===== config.mk =====
export PLATFORM = sky130hd
export DESIGN_NAME = mem_bus_top
export DESIGN_NICKNAME = d
export VERILOG_FILES = /design/src/verilog/mem_bus_pkg.sv /design/src/verilog/icb_pingpong_buf.sv /design/src/verilog/mem_icb_splitter.sv /design/src/verilog/mrom.sv /design/src/verilog/mem_bus_top.sv
export SDC_FILE = /design/constraint.sdc
export NUM_CORES = 1
export LEC_CHECK = 0
export BUFFER_PORTS_ARGS = -buffer_cell sky130_fd_sc_hd__buf_4
export CAP_MARGIN = 20
export CORE_AREA = 3 3 164 166
export DETAILED_ROUTE_END_ITERATION = 7
export DIE_AREA = 0 0 167 169
export SYNTH_ARGS = -nofsm -noshare
export SYNTH_HDL_FRONTEND = slang
export SYNTH_HIERARCHICAL = 1
export SYNTH_SLANG_ARGS = --single-unit

===== constraint.sdc =====
create_clock -name i_clk -period 3.4 [get_ports i_clk]
set_input_delay 0.17 -clock i_clk [delete_from_list [all_inputs] [get_ports i_clk]]
set_output_delay 0.17 -clock i_clk [all_outputs]
set_load 0.03 [all_outputs]

===== src/verilog/mrom_init.hex =====
// One 32-bit ROM word per line, word index 0 to 31
00FFA500
01FEA507
02FDA50E
03FCA515
04FBA51C
05FAA523
06F9A52A
07F8A531
08F7A538
09F6A53F
0AF5A546
0BF4A54D
0CF3A554
0DF2A55B
0EF1A562
0FF0A569
10EFA570
11EEA577
12EDA57E
13ECA585
14EBA58C
15EAA593
16E9A59A
17E8A5A1
18E7A5A8
19E6A5AF
1AE5A5B6
1BE4A5BD
1CE3A5C4
1DE2A5CB
1EE1A5D2
1FE0A5D9

===== src/verilog/mem_bus_pkg.sv =====
// Memory bus widths, address map, target indices and command/response structs
package mem_bus_pkg;

  //////////////////////////////////////////////////
  // Bus widths
  //////////////////////////////////////////////////
  localparam int ADDR_W = 32;
  localparam int XLEN   = 32;
  localparam int MASK_W = XLEN / 8;

  //////////////////////////////////////////////////
  // Splitter targets
  //////////////////////////////////////////////////
  localparam int NUM_TGT    = 4;
  localparam int TGT_DM     = 0;
  localparam int TGT_MROM   = 1;
  localparam int TGT_QSPI   = 2;
  localparam int TGT_SYSMEM = 3;

  // Address windows, matched on bits from the region lsb upward
  // DM      0x0000_0000 .. 0x0000_0FFF
  localparam logic [ADDR_W-1:0] DM_BASE     = 32'h0000_0000;
  localparam int                DM_LSB      = 12;
  // MROM    0x0000_1000 .. 0x0000_1FFF
  localparam logic [ADDR_W-1:0] MROM_BASE   = 32'h0000_1000;
  localparam int                MROM_LSB    = 12;
  // QSPI read-only flash window, 0x2000_0000 .. 0x3FFF_FFFF
  localparam logic [ADDR_W-1:0] QSPI_BASE   = 32'h2000_0000;
  localparam int                QSPI_LSB    = 29;
  // SysMem  0x8000_0000 .. 0xFFFF_FFFF
  localparam logic [ADDR_W-1:0] SYSMEM_BASE = 32'h8000_0000;
  localparam int                SYSMEM_LSB  = 31;

  // Mask ROM geometry
  localparam int MROM_DP    = 32;
  localparam int MROM_IDX_W = 5;

  //////////////////////////////////////////////////
  // Channel payloads
  //////////////////////////////////////////////////
  typedef struct packed {
    logic [ADDR_W-1:0] addr;
    logic              read;
    logic [XLEN-1:0]   wdata;
    logic [MASK_W-1:0] wmask;
  } icb_cmd_t;

  typedef struct packed {
    logic            err;
    logic [XLEN-1:0] rdata;
  } icb_rsp_t;

endpackage


===== src/verilog/icb_pingpong_buf.sv =====
// Two-entry ping-pong command buffer with a registered input ready
`timescale 1ns/10ps

module icb_pingpong_buf (
  input  logic                  i_clk,
  input  logic                  i_rst,
  // Upstream command
  input  logic                  i_cmd_valid,
  output logic                  o_cmd_ready,
  input  mem_bus_pkg::icb_cmd_t i_cmd,
  // Downstream command
  output logic                  o_cmd_valid,
  input  logic                  i_cmd_ready,
  output mem_bus_pkg::icb_cmd_t o_cmd
);

  import mem_bus_pkg::*;

  icb_cmd_t   entry_q [2];
  logic       wr_ptr_q;
  logic       rd_ptr_q;
  logic [1:0] cnt_q;
  logic       push;
  logic       pop;

  // Ready looks at the fill count only, so the downstream ready never
  // reaches the upstream port combinationally
  assign o_cmd_ready = (cnt_q != 2'd2);
  assign o_cmd_valid = (cnt_q != 2'd0);
  assign o_cmd       = entry_q[rd_ptr_q];

  assign push = i_cmd_valid & o_cmd_ready;
  assign pop  = o_cmd_valid & i_cmd_ready;

  //////////////////////////////////////////////////
  // Pointers and fill count
  //////////////////////////////////////////////////
  always_ff @(posedge i_clk) begin
    if (i_rst) begin
      wr_ptr_q <= 1'b0;
      rd_ptr_q <= 1'b0;
      cnt_q    <= 2'd0;
    end else begin
      if (push) begin
        wr_ptr_q <= ~wr_ptr_q;
      end
      if (pop) begin
        rd_ptr_q <= ~rd_ptr_q;
      end
      unique case ({push, pop})
        2'b10:   cnt_q <= cnt_q + 2'd1;
        2'b01:   cnt_q <= cnt_q - 2'd1;
        default: cnt_q <= cnt_q;
      endcase
    end
  end

  // Entry storage
  always_ff @(posedge i_clk) begin
    if (push) begin
      entry_q[wr_ptr_q] <= i_cmd;
    end
  end

  //////////////////////////////////////////////////
  // Checks
  //////////////////////////////////////////////////
  // A push into a full buffer would leave the count and pointers out of step
  a_no_push_full: assert property (@(posedge i_clk) disable iff (i_rst)
    (cnt_q <= 2'd2) && ((cnt_q == 2'd1) == (wr_ptr_q != rd_ptr_q)));

  // Held head entry stays put under back-pressure
  a_head_hold: assert property (@(posedge i_clk) disable iff (i_rst)
    (o_cmd_valid && !i_cmd_ready) |=> (o_cmd_valid && $stable(o_cmd)));

endmodule


===== src/verilog/mem_icb_splitter.sv =====
// Address-decoding command splitter with one outstanding command and error response
`timescale 1ns/10ps

module mem_icb_splitter (
  input  logic                                i_clk,
  input  logic                                i_rst,
  // Upstream command
  input  logic                                i_cmd_valid,
  output logic                                o_cmd_ready,
  input  mem_bus_pkg::icb_cmd_t               i_cmd,
  // Upstream response
  output logic                                o_rsp_valid,
  input  logic                                i_rsp_ready,
  output mem_bus_pkg::icb_rsp_t               o_rsp,
  // Target command channels
  output logic [mem_bus_pkg::NUM_TGT-1:0]     o_tgt_cmd_valid,
  input  logic [mem_bus_pkg::NUM_TGT-1:0]     i_tgt_cmd_ready,
  output mem_bus_pkg::icb_cmd_t               o_tgt_cmd,
  // Target response channels
  input  logic [mem_bus_pkg::NUM_TGT-1:0]     i_tgt_rsp_valid,
  output logic [mem_bus_pkg::NUM_TGT-1:0]     o_tgt_rsp_ready,
  input  mem_bus_pkg::icb_rsp_t               i_tgt_rsp [mem_bus_pkg::NUM_TGT]
);

  import mem_bus_pkg::*;

  logic [NUM_TGT-1:0]         hit;
  logic                       unmapped;
  logic [$clog2(NUM_TGT)-1:0] hit_idx;
  logic                       cmd_fire;
  logic                       rsp_fire;

  logic                       outs_q;
  logic                       unmap_q;
  logic [$clog2(NUM_TGT)-1:0] tgt_q;

  //////////////////////////////////////////////////
  // Address decode
  //////////////////////////////////////////////////
  always_comb begin
    hit[TGT_DM]     = (i_cmd.addr[ADDR_W-1:DM_LSB] == DM_BASE[ADDR_W-1:DM_LSB]);
    hit[TGT_MROM]   = (i_cmd.addr[ADDR_W-1:MROM_LSB] == MROM_BASE[ADDR_W-1:MROM_LSB]);
    hit[TGT_QSPI]   = (i_cmd.addr[ADDR_W-1:QSPI_LSB] == QSPI_BASE[ADDR_W-1:QSPI_LSB]);
    hit[TGT_SYSMEM] = (i_cmd.addr[ADDR_W-1:SYSMEM_LSB] == SYSMEM_BASE[ADDR_W-1:SYSMEM_LSB]);
  end

  assign unmapped = ~(|hit);

  // Windows are disjoint, at most one hit bit is set
  always_comb begin
    hit_idx = '0;
    for (int k = 0; k < NUM_TGT; k++) begin
      if (hit[k]) begin
        hit_idx = k[$clog2(NUM_TGT)-1:0];
      end
    end
  end

  //////////////////////////////////////////////////
  // Command routing
  //////////////////////////////////////////////////
  // Nothing leaves while a command is still outstanding
  assign o_tgt_cmd_valid = (i_cmd_valid & ~outs_q) ? hit : '0;
  assign o_tgt_cmd       = i_cmd;

  // Unmapped commands are swallowed here without any target
  assign o_cmd_ready = ~outs_q & (unmapped | (|(hit & i_tgt_cmd_ready)));
  assign cmd_fire    = i_cmd_valid & o_cmd_ready;
  assign rsp_fire    = o_rsp_valid & i_rsp_ready;

  always_ff @(posedge i_clk) begin
    if (i_rst) begin
      outs_q  <= 1'b0;
      unmap_q <= 1'b0;
      tgt_q   <= '0;
    end else if (cmd_fire) begin
      outs_q  <= 1'b1;
      unmap_q <= unmapped;
      tgt_q   <= hit_idx;
    end else if (rsp_fire) begin
      outs_q  <= 1'b0;
    end
  end

  //////////////////////////////////////////////////
  // Response steering
  //////////////////////////////////////////////////
  always_comb begin
    if (unmap_q) begin
      o_rsp_valid = outs_q;
      o_rsp       = icb_rsp_t'{err: 1'b1, rdata: '0};
    end else begin
      o_rsp_valid = outs_q & i_tgt_rsp_valid[tgt_q];
      o_rsp       = i_tgt_rsp[tgt_q];
    end
  end

  always_comb begin
    o_tgt_rsp_ready = '0;
    if (outs_q && !unmap_q) begin
      o_tgt_rsp_ready[tgt_q] = i_rsp_ready;
    end
  end

  //////////////////////////////////////////////////
  // Checks
  //////////////////////////////////////////////////
  a_tgt_onehot: assert property (@(posedge i_clk) disable iff (i_rst)
    $onehot0(o_tgt_cmd_valid));

  // No target may answer, and nothing goes upstream, with no command in flight
  a_no_stray_rsp: assert property (@(posedge i_clk) disable iff (i_rst)
    !outs_q |-> (!o_rsp_valid && !(|i_tgt_rsp_valid)));

endmodule


===== src/verilog/mrom.sv =====
// 32-word mask ROM with a one-slot registered response
`timescale 1ns/10ps

module mrom (
  input  logic                  i_clk,
  input  logic                  i_rst,
  // Command
  input  logic                  i_cmd_valid,
  output logic                  o_cmd_ready,
  input  mem_bus_pkg::icb_cmd_t i_cmd,
  // Response
  output logic                  o_rsp_valid,
  input  logic                  i_rsp_ready,
  output mem_bus_pkg::icb_rsp_t o_rsp
);

  import mem_bus_pkg::*;

  localparam string INIT_FILE = "/design/src/verilog/mrom_init.hex";

  logic [XLEN-1:0]       rom_mem [MROM_DP];
  logic [MROM_IDX_W-1:0] rom_idx;
  logic                  accept;
  logic                  rsp_valid_q;
  icb_rsp_t              rsp_q;

  initial begin
    $readmemh(INIT_FILE, rom_mem);
  end

  // Word index only, upper bits ignored so the image mirrors through 4 KB
  assign rom_idx = i_cmd.addr[MROM_IDX_W+1:2];

  // Slot can take a new command in the cycle it drains
  assign o_cmd_ready = ~rsp_valid_q | i_rsp_ready;
  assign accept      = i_cmd_valid & o_cmd_ready;

  always_ff @(posedge i_clk) begin
    if (i_rst) begin
      rsp_valid_q <= 1'b0;
    end else if (accept) begin
      rsp_valid_q <= 1'b1;
    end else if (i_rsp_ready) begin
      rsp_valid_q <= 1'b0;
    end
  end

  // Writes are refused with an error
  always_ff @(posedge i_clk) begin
    if (accept) begin
      rsp_q.err   <= ~i_cmd.read;
      rsp_q.rdata <= i_cmd.read ? rom_mem[rom_idx] : '0;
    end
  end

  assign o_rsp_valid = rsp_valid_q;
  assign o_rsp       = rsp_q;

  a_rsp_hold: assert property (@(posedge i_clk) disable iff (i_rst)
    (o_rsp_valid && !i_rsp_ready) |=> (o_rsp_valid && $stable(o_rsp)));

endmodule


===== src/verilog/mem_bus_top.sv =====
// Memory subsystem top level joining buffer, splitter, mask ROM and external targets
`timescale 1ns/10ps

module mem_bus_top (
  input  logic                  i_clk,
  input  logic                  i_rst,
  // Upstream master
  input  logic                  i_mem_cmd_valid,
  output logic                  o_mem_cmd_ready,
  input  mem_bus_pkg::icb_cmd_t i_mem_cmd,
  output logic                  o_mem_rsp_valid,
  input  logic                  i_mem_rsp_ready,
  output mem_bus_pkg::icb_rsp_t o_mem_rsp,
  // Debug module window
  output logic                  o_dm_cmd_valid,
  input  logic                  i_dm_cmd_ready,
  output mem_bus_pkg::icb_cmd_t o_dm_cmd,
  input  logic                  i_dm_rsp_valid,
  output logic                  o_dm_rsp_ready,
  input  mem_bus_pkg::icb_rsp_t i_dm_rsp,
  // QSPI flash, read-only window
  output logic                  o_qspi_cmd_valid,
  input  logic                  i_qspi_cmd_ready,
  output mem_bus_pkg::icb_cmd_t o_qspi_cmd,
  input  logic                  i_qspi_rsp_valid,
  output logic                  o_qspi_rsp_ready,
  input  mem_bus_pkg::icb_rsp_t i_qspi_rsp,
  // System memory
  output logic                  o_sysmem_cmd_valid,
  input  logic                  i_sysmem_cmd_ready,
  output mem_bus_pkg::icb_cmd_t o_sysmem_cmd,
  input  logic                  i_sysmem_rsp_valid,
  output logic                  o_sysmem_rsp_ready,
  input  mem_bus_pkg::icb_rsp_t i_sysmem_rsp
);

  import mem_bus_pkg::*;

  // Buffer to splitter
  logic     buf_cmd_valid;
  logic     buf_cmd_ready;
  icb_cmd_t buf_cmd;

  // Splitter target side
  logic [NUM_TGT-1:0] tgt_cmd_valid;
  logic [NUM_TGT-1:0] tgt_cmd_ready;
  icb_cmd_t           tgt_cmd;
  logic [NUM_TGT-1:0] tgt_rsp_valid;
  logic [NUM_TGT-1:0] tgt_rsp_ready;
  icb_rsp_t           tgt_rsp [NUM_TGT];

  //////////////////////////////////////////////////
  // Fabric
  //////////////////////////////////////////////////
  icb_pingpong_buf u_icb_pingpong_buf (
    .i_clk       (i_clk),
    .i_rst       (i_rst),
    .i_cmd_valid (i_mem_cmd_valid),
    .o_cmd_ready (o_mem_cmd_ready),
    .i_cmd       (i_mem_cmd),
    .o_cmd_valid (buf_cmd_valid),
    .i_cmd_ready (buf_cmd_ready),
    .o_cmd       (buf_cmd)
  );

  mem_icb_splitter u_mem_icb_splitter (
    .i_clk           (i_clk),
    .i_rst           (i_rst),
    .i_cmd_valid     (buf_cmd_valid),
    .o_cmd_ready     (buf_cmd_ready),
    .i_cmd           (buf_cmd),
    .o_rsp_valid     (o_mem_rsp_valid),
    .i_rsp_ready     (i_mem_rsp_ready),
    .o_rsp           (o_mem_rsp),
    .o_tgt_cmd_valid (tgt_cmd_valid),
    .i_tgt_cmd_ready (tgt_cmd_ready),
    .o_tgt_cmd       (tgt_cmd),
    .i_tgt_rsp_valid (tgt_rsp_valid),
    .o_tgt_rsp_ready (tgt_rsp_ready),
    .i_tgt_rsp       (tgt_rsp)
  );

  // Internal mask ROM on its own slot
  mrom u_mrom (
    .i_clk       (i_clk),
    .i_rst       (i_rst),
    .i_cmd_valid (tgt_cmd_valid[TGT_MROM]),
    .o_cmd_ready (tgt_cmd_ready[TGT_MROM]),
    .i_cmd       (tgt_cmd),
    .o_rsp_valid (tgt_rsp_valid[TGT_MROM]),
    .i_rsp_ready (tgt_rsp_ready[TGT_MROM]),
    .o_rsp       (tgt_rsp[TGT_MROM])
  );

  //////////////////////////////////////////////////
  // External target ports
  //////////////////////////////////////////////////
  assign o_dm_cmd_valid          = tgt_cmd_valid[TGT_DM];
  assign tgt_cmd_ready[TGT_DM]   = i_dm_cmd_ready;
  assign o_dm_cmd                = tgt_cmd;
  assign tgt_rsp_valid[TGT_DM]   = i_dm_rsp_valid;
  assign o_dm_rsp_ready          = tgt_rsp_ready[TGT_DM];
  assign tgt_rsp[TGT_DM]         = i_dm_rsp;

  assign o_qspi_cmd_valid        = tgt_cmd_valid[TGT_QSPI];
  assign tgt_cmd_ready[TGT_QSPI] = i_qspi_cmd_ready;
  assign o_qspi_cmd              = tgt_cmd;
  assign tgt_rsp_valid[TGT_QSPI] = i_qspi_rsp_valid;
  assign o_qspi_rsp_ready        = tgt_rsp_ready[TGT_QSPI];
  assign tgt_rsp[TGT_QSPI]       = i_qspi_rsp;

  assign o_sysmem_cmd_valid        = tgt_cmd_valid[TGT_SYSMEM];
  assign tgt_cmd_ready[TGT_SYSMEM] = i_sysmem_cmd_ready;
  assign o_sysmem_cmd              = tgt_cmd;
  assign tgt_rsp_valid[TGT_SYSMEM] = i_sysmem_rsp_valid;
  assign o_sysmem_rsp_ready        = tgt_rsp_ready[TGT_SYSMEM];
  assign tgt_rsp[TGT_SYSMEM]       = i_sysmem_rsp;

endmodule


Word level (Yosys, flattened, before mapping) --
Memory sizes are Yosys's and may differ from the RTL's. A register that Yosys moved wholly into a read port is not among the register bits. Cells that the tools add are included.
Word-level totals: bits in registers 42, bits in writable memories 138, output and inout bits 248, word-level logic and storage cells 71, memories kept 1
Operators by class: add/sub/neg operators 2, $lt $le $gt $ge 3, eq/ne operators 5, muxes and demuxes 23, bitwise gates (word level) 18, reductions and logical operators 10
Memory list:
- u_icb_pingpong_buf.entry_q | depth 2, width 69, read ports 1, clocked after Yosys merged registers in 1, write ports 1, line icb_pingpong_buf.sv:19 | icb_cmd_t entry_q [2];
Operators by type and width (number):
- $mux 33 | 3
- $bmux 33 s2 | 1
- $eq 20x1->1 const B | 1
- $logic_not 20->1 | 1
- $mux 1 | 12
- $and 4x4->4 | 2
- $mux 4 | 2
- $reduce_bool 2->1 | 4
- $reduce_or 4->1 | 2
- $and 1x1->1 | 7
- $not 1->1 | 6
- $mux 2 | 2
- $pmux 2 s2 | 1
- $eq 3x1->1 const B | 1
- $ge 3x3->1 const B | 1
- $lt 2x3->1 const B | 1
- $not 2->3 | 1
- $add 2x1->2 const B | 1
- $bmux 1 s2 | 1
- $demux 1 s2 | 1
- $eq 2x1->1 const B | 1
- $eq 2x2->1 const B | 1
- $ge 2x1->1 const B | 1
- $logic_and 1x1->1 | 2
- 4 further kinds | 5

Depth between registers and ports, before layout --
word-level depth 14, gate-level depth with buffers 15

Modules after synthesis --
Netlist, hierarchy kept.
Modules (own cells, without submodules):
- icb_pingpong_buf | times used 1, cells an instance 239, area an instance 5196.2 µm²
- mem_icb_splitter | times used 1, cells an instance 201, area an instance 1990.7 µm²
- mem_bus_top | times used 1, cells an instance 138, area an instance 1036.0 µm²
- mrom | times used 1, cells an instance 40, area an instance 332.8 µm²

Worst setup path before layout --
Ideal clock, no wire load.
path kind register to register, start register u_icb_pingpong_buf.cnt_q[0], end memory u_icb_pingpong_buf/entry_q[1][0] in the netlist's numbering, enable pin, arrival time 2.494 ns, path slack 0.471 ns, cell stages (with the launch flop) 3, cell sequence dfxtp_1 -> nand2b_1 -> and3_1
On the way: cells in the longest elaborated chain, start to end 4
RTL lines:
- start: declaration | line icb_pingpong_buf.sv:22 | logic [1:0] cnt_q;
- start signal: assignment | line icb_pingpong_buf.sv:51 | 2'b10: cnt_q <= cnt_q + 2'd1;
- start signal: assignment | line icb_pingpong_buf.sv:52 | 2'b01: cnt_q <= cnt_q - 2'd1;
- start signal: assignment | line icb_pingpong_buf.sv:53 | default: cnt_q <= cnt_q;
- $ne 2x2->1 | line icb_pingpong_buf.sv:28 | assign o_cmd_ready = (cnt_q != 2'd2);
- via o_mem_cmd_ready | line mem_bus_top.sv:9 | output logic o_mem_cmd_ready,
- $and 1x1->1 | line icb_pingpong_buf.sv:32 | assign push = i_cmd_valid & o_cmd_ready;
- $mux 1 | line icb_pingpong_buf.sv:60 | if (push) begin
- $mux 1 (implied by the code) | line icb_pingpong_buf.sv:61 | entry_q[wr_ptr_q] <= i_cmd;
- end: declaration | line icb_pingpong_buf.sv:19
The timed path passes the listed nets, and every way through them passes these cells.

==> results.sh <==
export IMPL_avgSynthCellArea_um2=13.84
export IMPL_synth_seq_area_share_pct=51.13
export IMPL_wl_per_cell_um=19.31
export IMPL_grt_max_degree=52
export IMPL_clockBufferDepth=2
export IMPL_fin_crit_ns=3.016
export IMPL_area_delta_synth_final_pct=37.50
export IMPL_clock_root_buffer="clkbuf_16"
export IMPL_clk_latency_ns=0.41
export IMPL_start_util_pct=33.21
export IMPL_post_route_util_pct=45.66
export IMPL_vias=5520
export IMPL_max_freq_mhz=331.6
export IMPL_post_dp_cell_area_mm2=0.01045
export IMPL_min_path_cells=4
export IMPL_crit_required_ns=3.74
export IMPL_grtUsageTotal_pct=16.44
export IMPL_vias_per_cell=4.381
export IMPL_overflow=0
export IMPL_fin_cells=1260
export IMPL_ys_flop_type="edfxtp_1"
export IMPL_dr_pass1_iters=4
export IMPL_grt_antenna_before_repair=1
export IMPL_placed_cells=1158
export IMPL_synth_async_reset_ratio_pct=0
export IMPL_arrival_ns=3.35
export IMPL_syn_area_mm2=0.008556
export IMPL_yosysWarnings=6
export IMPL_grt_pass1_wl_um=34730
export IMPL_rsz0062_at_grt="false"
export IMPL_hpwl_um=18880
export IMPL_setup_viol=0
export IMPL_leakage_nw=4.869
export IMPL_row_count=59
export IMPL_drive_gt1_share_pct=63.31
export IMPL_final_common_cell="buf_4"
export IMPL_final_hold_violation_count=0
export IMPL_cts_max_level=4
export IMPL_gp_congestion=0.8186
export IMPL_max_slew_margin_rel_pct=55.22
export IMPL_wl_um=24330
export IMPL_stdcell_area_mm2=0.01176
export IMPL_peakVddDrop_mv=0.4556
export IMPL_crit_type="flip-flop to flip-flop"
export IMPL_final_cell_mix="buf_4 (432), edfxtp_1 (139), dlygate4sd3_1 (70), mux2_2 (69)"
export IMPL_power_density_mw_per_mm2=821.8
export IMPL_final_max_slew_violation_count=0
export IMPL_tightest_slew_ns=0.6717
export IMPL_critPathCaptureType="flip-flop"
export IMPL_status="complete, no violations"
export IMPL_drt_initial_drc_count=207
export IMPL_clk_pin_slew_ns=0.07
export IMPL_cts_buffers=17
export IMPL_cap_violations=0
export IMPL_cts_tree="yes"
export IMPL_core_area_mm2=0.02576
export IMPL_ys_seq_elements=149
export IMPL_holdCritPathClass="primary input to flip-flop"
export IMPL_antenna_left=0
export IMPL_start_kind="flip-flop"
export IMPL_die_area_mm2=0.02822
export IMPL_fin_nets=1091
export IMPL_synth_distinct_cells=45
export IMPL_drc=0
export IMPL_setup_tns_ns=0
export IMPL_crit_fanout=26
export IMPL_cts_sinks=149
export IMPL_portBuffers=425
export IMPL_ioPinCount=426
export IMPL_grt_pass1_vias=5573
export IMPL_syn_inst=618
export IMPL_skew_ns=0.01234
export IMPL_rr_worst_depth=9
export IMPL_die_x_um=167
export IMPL_fin_crit_sh_pct=88.69
export IMPL_synth_edff_count=139
export IMPL_die_h_um=169
[synthesized netlist by cell type, types with 3 or more instances]
| master | number | area share, % |
|---|---|---|
| nor2b_1 | 34 | 2.5 |
| nor3_1 | 6 | 0.35 |
| buf_2 | 8 | 0.47 |
| nor2_1 | 7 | 0.31 |
| buf_4 | 242 | 21 |
| clkbuf_1 | 5 | 0.22 |
| inv_1 | 9 | 0.39 |
| mux2_2 | 69 | 9.1 |
| nand2_1 | 4 | 0.18 |
| a21oi_1 | 4 | 0.23 |
| buf_6 | 3 | 0.39 |
| nand3b_1 | 3 | 0.26 |
| dfxtp_1 | 10 | 2.3 |
| edfxtp_1 | 139 | 49 |
| mux4_2 | 34 | 8.9 |
| o21ai_0 | 3 | 0.18 |
[power breakdown]
group	total, mW	leakage (nW)	internal [mW]	switching, mW
clock	1.95	0.296	1.12	0.834
sequential	2.43	1.38	2.33	0.0987
combinational	5.28	3.19	2.02	3.27
total	9.67	4.87	5.47	4.20
[critical path, cell delays in order (launching register included)]
cell and delay, ns:
dfxtp_4 0.58, mux2_2 0.42, or3_1 0.44, nand3b_1 0.23, o21ai_0 0.25, nor2_1 0.08
o21a_1 0.13, ha_1 0.31, or3_1 0.35, a21oi_1 0.14
[cell type report]
| class | instances | area (µm²) |
|---|---|---|
| repair buffers | 503 | 3964 |
| clock inverters | 14 | 181.4 |
| diodes | 1 | 2.502 |
| multi-input cells | 232 | 2356 |
| fillers | 2337 | 14000 |
| inverters | 9 | 35.03 |
| flip-flops and latches | 149 | 4380 |
| clock buffers | 17 | 425.4 |
| well taps | 335 | 419.2 |
[state kept, by name (all words and copies together) (netlist names), named ones only]
name and cells:
u_mem_icb_splitter/outs_q 1, u_mem_icb_splitter/unmap_q 1, u_mrom/o_rsp 1, u_icb_pingpong_buf/entry_q 138, u_icb_pingpong_buf/cnt_q 2, u_icb_pingpong_buf/wr_ptr_q 1, u_mrom/o_rsp_valid 1, u_mem_icb_splitter/tgt_q 2
u_icb_pingpong_buf/rd_ptr_q 1
[cell families (layout without fill, tap and decap cells)]
family	Yosys count	in the layout	synth area share, %
AO/OA/AOI/OAI	20	20	1.872
XOR/XNOR	3	3	0.3072
adder cells (fa/ha/maj)	1	1	0.1462
buffers and inverters	268	543	22.76
flip-flops	149	149	51.13
multiplexers	103	103	18.03
other	1	33	0.04383
AND/OR/NAND/NOR	73	73	5.718
[through the flow]
step / power, mW / setup WS, ns / hold WS (ns)
after CTS: 9.805 / 0.3479 / 0.04623
after detailed placement: 7.761 / 0.3745 / 0.3576
after global routing: 10.09 / 0.2483 / 0.06645
final: 9.668 / 0.3844 / 0.06191
after global placement: 7.740 / 0.3967 / 0.3550
after floorplan: 6.660 / 0.4710 / 0.2324
[metal layers]
metal  up-vias  routed length (µm)  GRT usage (%)
li1       2535                   -              -
met1      2692                8198          16.68
met2       273               13920          32.54
met3        20                1758          4.437
met4         0                 459          5.057
met5         -                   0              0
[timing repair]
item / 4_1_cts / 5_1_grt
hold buffers: 70 / 0
gates resized for setup: 0 / 0
hold endpoints to repair: 142 / 0
buffers inserted: 0 / 0
[worst paths after layout]
kind / startpoint / to / slack (ns)
min: i_mem_rsp_ready / u_mem_icb_splitter/outs_q / 0.06
min reg2reg: u_mrom/o_rsp_valid / u_mrom/o_rsp_valid / 0.51
max: flip-flop / u_icb_pingpong_buf/cnt_q[1] / 0.38
max reg2reg: flip-flop / u_icb_pingpong_buf/cnt_q[1] / 0.38
(Power assumes the default switching activity.)
